==> config.mk <==
export PLATFORM = sky130hd
export DESIGN_NAME = sparse_conv_pe
export DESIGN_NICKNAME = d
export VERILOG_FILES = /design/src/logic/pe_pkg.sv /design/src/logic/pe_decode.sv /design/src/logic/pe_operand_store.sv /design/src/logic/pe_execute.sv /design/src/logic/sparse_conv_pe.sv
export SDC_FILE = /design/constraint.sdc
export NUM_CORES = 2
export LEC_CHECK = 0
export ABC_AREA = 1
export BUFFER_PORTS_ARGS = -buffer_cell sky130_fd_sc_hd__clkbuf_2
export CAP_MARGIN = 10
export CELL_PAD_IN_SITES_DETAIL_PLACEMENT = 0
export CELL_PAD_IN_SITES_GLOBAL_PLACEMENT = 1
export CORE_ASPECT_RATIO = 1.1
export CORE_MARGIN = 2
export CORE_UTILIZATION = 33
export DETAILED_ROUTE_END_ITERATION = 16
export PLACE_DENSITY_LB_ADDON = 0.1
export REMOVE_ABC_BUFFERS = 1
export SKIP_LAST_GASP = 1
export SLEW_MARGIN = 20
export SYNTH_ARGS = -nofsm -noshare
export SYNTH_HDL_FRONTEND = slang
export SYNTH_SLANG_ARGS = --single-unit
==> constraint.sdc <==
create_clock -name clk -period 34.3 [get_ports clk]
set_input_delay 1.715 -clock clk [delete_from_list [all_inputs] [get_ports clk]]
set_output_delay 1.715 -clock clk [all_outputs]
set_load 0.03 [all_outputs]
==> src/logic/pe_pkg.sv <==
package pe_pkg;

    // value and coordinate widths
    localparam int WORD_W = 8;
    localparam int COORD_W = 8;

    // weights per pass, entries per feature group
    localparam int MATRIX_W = 4;

    localparam int PROD_W = 2 * WORD_W;

    // weight slot index
    localparam int SLOT_W = (MATRIX_W > 1) ? $clog2(MATRIX_W) : 1;

    typedef logic signed [WORD_W-1:0] word_t;
    typedef logic signed [COORD_W-1:0] coord_t;
    typedef logic signed [PROD_W-1:0] prod_t;
    typedef logic [SLOT_W-1:0] slot_t;

    localparam slot_t LAST_SLOT = slot_t'(MATRIX_W - 1);

    // one weight or one feature
    typedef struct packed {
        word_t value;
        coord_t row;
        coord_t col;
    } entry_t;

    typedef entry_t [MATRIX_W-1:0] group_t;

    // product plus feature-minus-weight offsets
    typedef struct packed {
        prod_t prod;
        coord_t row_off;
        coord_t col_off;
    } result_t;

    // [weight i][entry j]
    typedef result_t [MATRIX_W-1:0][MATRIX_W-1:0] result_array_t;

    typedef enum logic {
        LOAD_WEIGHT,
        STREAM
    } pe_state_t;

endpackage

==> src/logic/pe_decode.sv <==
`timescale 1ns/10ps

module pe_decode #(
    parameter int COUNT_W = 16
) (
    input  logic                clk,
    input  logic                rst,
    input  logic                in_valid,
    input  logic [COUNT_W-1:0]  feature_count,
    output logic                weight_we,
    output pe_pkg::slot_t       weight_slot,
    output logic                shift_en,
    output logic                clear,
    output logic                issue
);

    pe_pkg::pe_state_t state;
    pe_pkg::slot_t slot_cnt;
    logic [COUNT_W-1:0] grp_cnt;
    logic [COUNT_W-1:0] last_grp;

    logic last_weight;
    logic last_group;

    assign last_grp = feature_count - 1'b1;
    assign last_weight = (slot_cnt == pe_pkg::LAST_SLOT);
    assign last_group = (grp_cnt == last_grp);

    // weight phase strobes
    assign weight_we = in_valid && (state == pe_pkg::LOAD_WEIGHT);
    assign weight_slot = slot_cnt;

    // first weight of a pass wipes the old window
    assign clear = weight_we && (slot_cnt == '0);

    // stream phase strobes
    assign shift_en = in_valid && (state == pe_pkg::STREAM);
    assign issue = shift_en;

    always_ff @(posedge clk or posedge rst) begin
        if (rst) begin
            state <= pe_pkg::LOAD_WEIGHT;
            slot_cnt <= '0;
            grp_cnt <= '0;
        end else begin
            if (weight_we) begin
                if (last_weight) begin
                    slot_cnt <= '0;
                    state <= pe_pkg::STREAM;
                end else begin
                    slot_cnt <= slot_cnt + 1'b1;
                end
            end

            if (shift_en) begin
                // back to weights after the last group
                if (last_group) begin
                    grp_cnt <= '0;
                    state <= pe_pkg::LOAD_WEIGHT;
                end else begin
                    grp_cnt <= grp_cnt + 1'b1;
                end
            end
        end
    end

endmodule

==> src/logic/pe_operand_store.sv <==
`timescale 1ns/10ps

module pe_operand_store (
    input  logic                                        clk,
    input  logic                                        rst,
    input  logic                                        weight_we,
    input  pe_pkg::slot_t                               weight_slot,
    input  logic                                        shift_en,
    input  logic                                        clear,
    input  pe_pkg::entry_t                              weight_in,
    input  pe_pkg::group_t                              group_in,
    output pe_pkg::entry_t [pe_pkg::MATRIX_W-1:0]       weights,
    output pe_pkg::group_t [pe_pkg::MATRIX_W-1:0]       window
);

    // weight registers, one per slot
    always_ff @(posedge clk or posedge rst) begin
        if (rst) begin
            weights <= '0;
        end else if (weight_we) begin
            weights[weight_slot] <= weight_in;
        end
    end

    // slot 0 newest, oldest group drops off the top
    always_ff @(posedge clk or posedge rst) begin
        if (rst) begin
            window <= '0;
        end else if (clear || shift_en) begin
            for (int s = pe_pkg::MATRIX_W - 1; s > 0; s--) begin
                window[s] <= clear ? '0 : window[s-1];
            end
            // with clear, new group lands in front of zeros
            window[0] <= shift_en ? group_in : '0;
        end
    end

endmodule

==> src/logic/pe_execute.sv <==
`timescale 1ns/10ps

module pe_execute (
    input  logic                                        clk,
    input  logic                                        rst,
    input  logic                                        issue,
    input  pe_pkg::entry_t [pe_pkg::MATRIX_W-1:0]       weights,
    input  pe_pkg::group_t [pe_pkg::MATRIX_W-1:0]       window,
    output logic                                        out_valid,
    output pe_pkg::result_array_t                       results
);

    logic issue_q;
    pe_pkg::result_array_t next_results;

    // weight i pairs with window slot i
    always_comb begin
        for (int i = 0; i < pe_pkg::MATRIX_W; i++) begin
            for (int j = 0; j < pe_pkg::MATRIX_W; j++) begin
                next_results[i][j].prod =
                    $signed(weights[i].value) * $signed(window[i][j].value);
                // offsets wrap at coordinate width
                next_results[i][j].row_off = window[i][j].row - weights[i].row;
                next_results[i][j].col_off = window[i][j].col - weights[i].col;
            end
        end
    end

    // window settles one edge after issue
    always_ff @(posedge clk or posedge rst) begin
        if (rst) begin
            issue_q <= 1'b0;
            out_valid <= 1'b0;
        end else begin
            issue_q <= issue;
            out_valid <= issue_q;
        end
    end

    // held until the next group
    always_ff @(posedge clk) begin
        if (issue_q) begin
            results <= next_results;
        end
    end

endmodule

==> src/logic/sparse_conv_pe.sv <==
`timescale 1ns/10ps

module sparse_conv_pe #(
    parameter int COUNT_W = 16
) (
    input  logic                    clk,
    input  logic                    rst,
    input  logic                    in_valid,
    input  pe_pkg::entry_t          weight_in,
    input  pe_pkg::group_t          group_in,
    input  logic [COUNT_W-1:0]      feature_count,
    output logic                    out_valid,
    output pe_pkg::result_array_t   results
);

    logic weight_we;
    pe_pkg::slot_t weight_slot;
    logic shift_en;
    logic clear;
    logic issue;

    pe_pkg::entry_t [pe_pkg::MATRIX_W-1:0] weights;
    pe_pkg::group_t [pe_pkg::MATRIX_W-1:0] window;

    pe_decode #(
        .COUNT_W(COUNT_W)
    ) decode_i (
        .clk(clk),
        .rst(rst),
        .in_valid(in_valid),
        .feature_count(feature_count),
        .weight_we(weight_we),
        .weight_slot(weight_slot),
        .shift_en(shift_en),
        .clear(clear),
        .issue(issue)
    );

    pe_operand_store store_i (
        .clk(clk),
        .rst(rst),
        .weight_we(weight_we),
        .weight_slot(weight_slot),
        .shift_en(shift_en),
        .clear(clear),
        .weight_in(weight_in),
        .group_in(group_in),
        .weights(weights),
        .window(window)
    );

    pe_execute execute_i (
        .clk(clk),
        .rst(rst),
        .issue(issue),
        .weights(weights),
        .window(window),
        .out_valid(out_valid),
        .results(results)
    );

endmodule

=== After elaboration in Yosys (flattened, before gate mapping) ===
Cells that the tools add are included.

* Eq/ne operators: 2
* Add/sub/neg operators: 35
* Bitwise logic cells: 1
* Multiplexer cells: 13
* $mul: 16
* Reductions and logical operators: 6
* Order comparisons: 2

{| class="wikitable"
|+ Operators by type and width
! kind !! count
|-
| $mux W96 || 4
|-
| $mul A8 B8 Y16 || 16
|-
| $sub A8 B8 Y8 || 32
|-
| $bwmux W96 || 1
|-
| $demux W24 S2 || 1
|-
| $mux W24 || 1
|-
| $add A16 B1 Y16 const B || 1
|-
| $eq A16 B16 Y1 || 1
|-
| $mux W16 || 1
|-
| $sub A16 B1 Y16 const B || 1
|-
| $logic_and A1 B1 Y1 || 4
|-
| $mux W1 || 4
|-
| $lt A2 B3 Y1 const B || 1
|-
| $add A2 B1 Y2 const B || 1
|-
| $eq A2 B2 Y1 const B || 1
|-
| $ge A2 B1 Y1 const B || 1
|-
| $logic_not A2 Y1 || 1
|-
| $mux W2 || 1
|-
| $logic_or A1 B1 Y1 || 1
|-
| $not A1 Y1 || 1
|}

* Bits of input ports: 139
* Flip-flop bits (word level): 1013
* Word-level logic and storage cells: 188

=== Longest topological paths before layout ===
* Depth in word-level cells: 5
* Depth in mapped cells: 23
* Gate-level depth less buffers: 21

=== By module ===
Synthesis repeated with hierarchy kept, for this count alone.

* Cells, all modules: 10403
* Area, all modules: 89253.1 µm²

{| class="wikitable"
|+ By module, submodules not included
! module !! times used !! cells each !! area an instance (µm²) !! seq. area each (µm²)
|-
| pe_execute || 1 || 8085 || 68699.6 || 15424.8
|-
| pe_operand_store || 1 || 1986 || 18594.1 || 12011.5
|-
| pe_decode || 1 || 332 || 1959.4 || 475.5
|}

=== Least setup slack after synthesis ===
OpenSTA, ideal clock, no wires.

* Kind: register to register
* Start point: register execute_i.issue_q
* End point: register execute_i.out_valid
* Arrival: 10.690 ns
* Setup time: 1.245 ns
* Slack: 22.365 ns
* Stages on the path, launching flop included: 1
* Cells stage by stage: dfrtp_1

{| class="wikitable"
|+ RTL lines
! what !! RTL line !! RTL
|-
| from (decl) || pe_execute.sv:13 || <nowiki>logic issue_q;</nowiki>
|-
| from (signal assigned) || pe_execute.sv:35 || <nowiki>issue_q <= issue;</nowiki>
|-
| to (signal assigned) || pe_execute.sv:36 || <nowiki>out_valid <= issue_q;</nowiki>
|-
| to (decl) || pe_execute.sv:9 || <nowiki>output logic out_valid,</nowiki>
|}

No word-level cell between the ends.

==> results.md <==
- The total die area is 260000 sq um.
- The floorplan die height is 535 um.
- The area occupied by registers is 27900 sq um.
- For the worst setup path, the data required time is 34800 ps.
- The HPWL after detailed placement is 196000 um.
- The count of maximum capacitance violations is 0.
- The total clock sinks is 1013.
- The flow ran to the end, and the final reports show no timing, DRC or antenna violations.
- The register area share after synthesis is 33.0%.
- After technology mapping, the gate count stands at 9236.
- The H-tree depth is 4.
- Cells with a size suffix above 1 make up 9.79% of the layout.
- Counting cells, the worst reg-to-reg path comes to 15.
- Synthesis inferred between 1k and 1.5k register bits.
- The Yosys step of the flow raised 0 warnings.
- The cell that appears most often on the critical path is fa_1.
- The signal on the critical path passes through clkinv_1 > nor2_1 > fa_1 > fa_1 > fa_1 > inv_1 > fa_1 > inv_1 > ha_1 > a21oi_1 > inv_1 > a31oi_1 > o21ai_0 > a21oi_1 > xnor2_1.
- The detailed router placed around 60k vias in this run.
- The TritonCTS buffer count is 138.
- The worst path uses between 10% and 20% of the clock period.
- Data arrives at the worst endpoint at ~5700 ps.
- The number of buffers inserted to repair setup after CTS is 0.
- In this run the cell area measured after placement is a little over 90000 sq um.
- Static timing analysis puts the maximum clock frequency at 191 MHz.
- Once the floorplan was initialized, standard cells occupied 33.2% of the core.
- In this run the critical register-to-register path is captured at execute_i.results[349]$_DFFE_PP_.
- The DRC violation count after routing is 0.
- The routability congestion estimate from global placement is between 0.8 and 0.9.
- The transition time at the pin with the least slew margin is 1160 ps.
- TritonCTS built the clock tree.
- In the final timing run, aggregate negative setup slack is 0 ps.
- The final antenna-violating net count is 0.
- Setup repair after global routing left no endpoint under its margin.
- The tightest min-delay check is of the reg -> reg type.
- The setup slack on the worst flop-to-flop path is about 29000 ps.
- The number of fillers in the final layout is approximately 26k.
- The sum of routed wire length over all layers is 254000 um.
- After clock tree synthesis, the repair step resized 0 gates.
- The area overhead of the layout relative to synthesis is 12.9%.
- On the critical path, the stage with the largest delay is an instance of dfrtp_1.
- The leftover overflow at the end of global routing is 0.
- The most critical setup path has its endpoint at execute_i.results[349]$_DFFE_PP_.
- The final layout contains 11.5k nets.
- The first element of the critical path is store_i.window[263]$_DFFE_PP0P_.
- With fillers left out, the area of the finished cells amounts to 95400 sq um.
- The number of global-route vias before repair is 63.5k.
- Global routing consumed, over all layers together, 19.7% of the routing resources.
- The final-report max-slew violation count came to 0.
- The first routing iteration left 3125 violations.
- The first global-routing pass estimated about 390000 um of wire.
- The number of placement rows is roughly 190.
- In this run the clock root is driven by a clkbuf_16.
- The clock skew after layout is 111 ps.
- The relative max-transition margin is 22.5%.
- The maximum number of pins on one net before global-route repair is 190.
- The clock transition at the registers of the reported paths is 60 ps.
- The cell area that synthesis handed to floorplanning was 84500 sq um.
- During I/O placement, the number of pins put on the boundary was 652.
- STA classifies the critical path endpoint as a flop.
- The count of input and output buffers is 651.
- The post-route core utilization is 37.5%.
- Setup violations remaining at the end of the flow were counted as 0.
- The maximum number of buffers from clock root to sink is 4.
- The hold buffer count at CTS is 0.
- In this run the critical register-to-register path is launched from store_i.window[263]$_DFFE_PP0P_.
- The count of cell types in the netlist is 40.
- The floorplan step set the die width to 486 um.
- STA classifies the critical path startpoint as a flop.
- The multi-input combinational cell area is 45200 sq um.
- The initial antenna violation count came to 8.
- The minimum period implied by the final worst setup slack is roughly 5200 ps.
- In this run the worst path has a maximum fanout of 9.
- The critical path in this run is classified as reg -> reg.
- The wire length per cell after detailed routing is 19.3 um.
- The first-pass iteration count of the detailed router is 7.
- The number of vias per cell after detailed routing is between 4 and 5.
- The floorplan step defined a core boundary enclosing 254000 sq um.
- The number of hold violations in the final report is 0.
- In this design, the stage delay of the slowest critical-path cell is ~660 ps.
- The post-synthesis area per instance is between 9 and 10 sq um.
- At the later pin of the worst-skew pair, clock insertion delay measures around 860 ps.
[area by class of cell]
class | count | share of cell area [%]
Multi-Input combinational cell | 5205 | 47.4
Sequential cell | 1013 | 29.3
Inverter | 2656 | 10.5
Tap cell | 3332 | 4.37
Clock buffer | 171 | 3.92
Timing Repair Buffer | 708 | 3.92
Clock inverter | 70 | 0.667
Antenna cell | 10 | 0.0262
[state kept, by name, indices dropped and copies added, names as in the netlist]
register,flops
decode_i.grp_cnt,16
decode_i.state,1
decode_i.weight_slot,2
execute_i.issue_q,1
execute_i.out_valid,1
execute_i.results,512
store_i.weights,96
store_i.window,384
[cell usage after synthesis]
| master | count | share of area (%) |
|---|---|---|
| a211oi_1 | 1 | 0.0089 |
| a21boi_0 | 3 | 0.027 |
| a21o_1 | 17 | 0.15 |
| a21oi_1 | 304 | 1.8 |
| a31oi_1 | 20 | 0.15 |
| and2_1 | 1 | 0.0074 |
| buf_1 | 14 | 0.062 |
| buf_2 | 18 | 0.11 |
| buf_4 | 11 | 0.098 |
| buf_6 | 1 | 0.013 |
| clkbuf_1 | 318 | 1.4 |
| clkinv_1 | 15 | 0.067 |
| dfrtp_1 | 501 | 15 |
| edfxtp_1 | 512 | 18 |
| fa_1 | 912 | 22 |
| ha_1 | 694 | 10 |
| inv_1 | 2641 | 12 |
| nand2_1 | 1616 | 7.2 |
| nand2_2 | 5 | 0.037 |
| nand3_1 | 169 | 1.0 |
| nand3_2 | 13 | 0.15 |
| nand3_4 | 1 | 0.021 |
| nand3b_1 | 6 | 0.053 |
| nand4_1 | 19 | 0.14 |
| nor2_1 | 180 | 0.80 |
| nor2_2 | 11 | 0.081 |
| nor2_4 | 4 | 0.053 |
| nor3_1 | 15 | 0.089 |
| nor4_1 | 4 | 0.030 |
| o2111ai_1 | 17 | 0.18 |
| o21a_1 | 1 | 0.0089 |
| o21ai_0 | 479 | 2.8 |
| o21bai_1 | 2 | 0.018 |
| o221ai_1 | 2 | 0.021 |
| o22ai_1 | 212 | 1.6 |
| o31ai_1 | 10 | 0.089 |
| or2_2 | 2 | 0.015 |
| xnor2_1 | 183 | 1.9 |
| xnor3_1 | 2 | 0.053 |
| xor2_1 | 300 | 3.1 |
[metal layers]
layer	track usage, %	share of wire [%]	vias to the layer above
li1	-	-	28800
met1	27.7	47	29900
met2	32.2	46	1046
met3	2.79	4.1	251
met4	4.34	2.2	0
met5	0	0	-
[cell usage in the layout (no fill, tap or decap), drive strengths merged, types with 15 or more instances in the layout]
cell and count:
inv 2646, nand2 1621, fa 912, clkbuf 822, ha 694, edfxtp 512
dfrtp 501, o21ai 479, a21oi 304, xor2 300, o22ai 212, nor2 195
xnor2 183, nand3 183, clkinv 63, buf 57, a31oi 20, nand4 19
a21o 17, o2111ai 17, nor3 15
[stage by stage]
stage | hold slack, ps | cells | setup slack [ps]
after floorplan | 453 | 8874 | 18090
after global placement | 467 | 12900 | 29110
after detailed placement | 473 | 12900 | 29090
after CTS | 488 | 13200 | 29000
after global routing | 507 | 13200 | 28770
final | 484 | 13200 | 29070
[logic make-up (layout without fill, tap and decap cells)]
| family | Yosys count | count (layout) | share of synthesized area, % |
|---|---|---|---|
| flops | 1013 | 1013 | 33.0 |
| fa+ha+maj | 1606 | 1606 | 31.9 |
| compound gates | 1068 | 1068 | 6.86 |
| buf+inv | 3018 | 3605 | 13.5 |
| xor+xnor | 485 | 485 | 5.06 |
| simple gates | 2046 | 2046 | 9.66 |
| other cells | 0 | 10 | 0 |
[worst min path at each step]
| stage | end | depth (start not counted) | from | slack (ps) |
|---|---|---|---|---|
| floorplan | store_i.weights[10]$_DFFE_PP0P_ | 2 | store_i.weights[10]$_DFFE_PP0P_ | 450 |
| global placement | store_i.weights[29]$_DFFE_PP0P_ | 2 | store_i.weights[29]$_DFFE_PP0P_ | 470 |
| detailed placement | store_i.weights[53]$_DFFE_PP0P_ | 2 | store_i.weights[53]$_DFFE_PP0P_ | 470 |
| CTS | store_i.weights[52]$_DFFE_PP0P_ | 2 | store_i.weights[52]$_DFFE_PP0P_ | 490 |
| global route | store_i.weights[52]$_DFFE_PP0P_ | 2 | store_i.weights[52]$_DFFE_PP0P_ | 510 |
| finish | store_i.weights[52]$_DFFE_PP0P_ | 2 | store_i.weights[52]$_DFFE_PP0P_ | 480 |
[critical path: cells and delay by family, from the launching register on]
kind                     cells  cell delay [ps]
XOR/XNOR                     1               90
AO/OA/AOI/OAI                4              830
flip-flops                   1              660
buffers and inverters        4              800
AND/OR/NAND/NOR              1              290
adder cells (fa/ha/maj)      5             2230
Power is not shown: default switching activity piles up to over one toggle a cycle in this logic, so the estimate is an artifact.
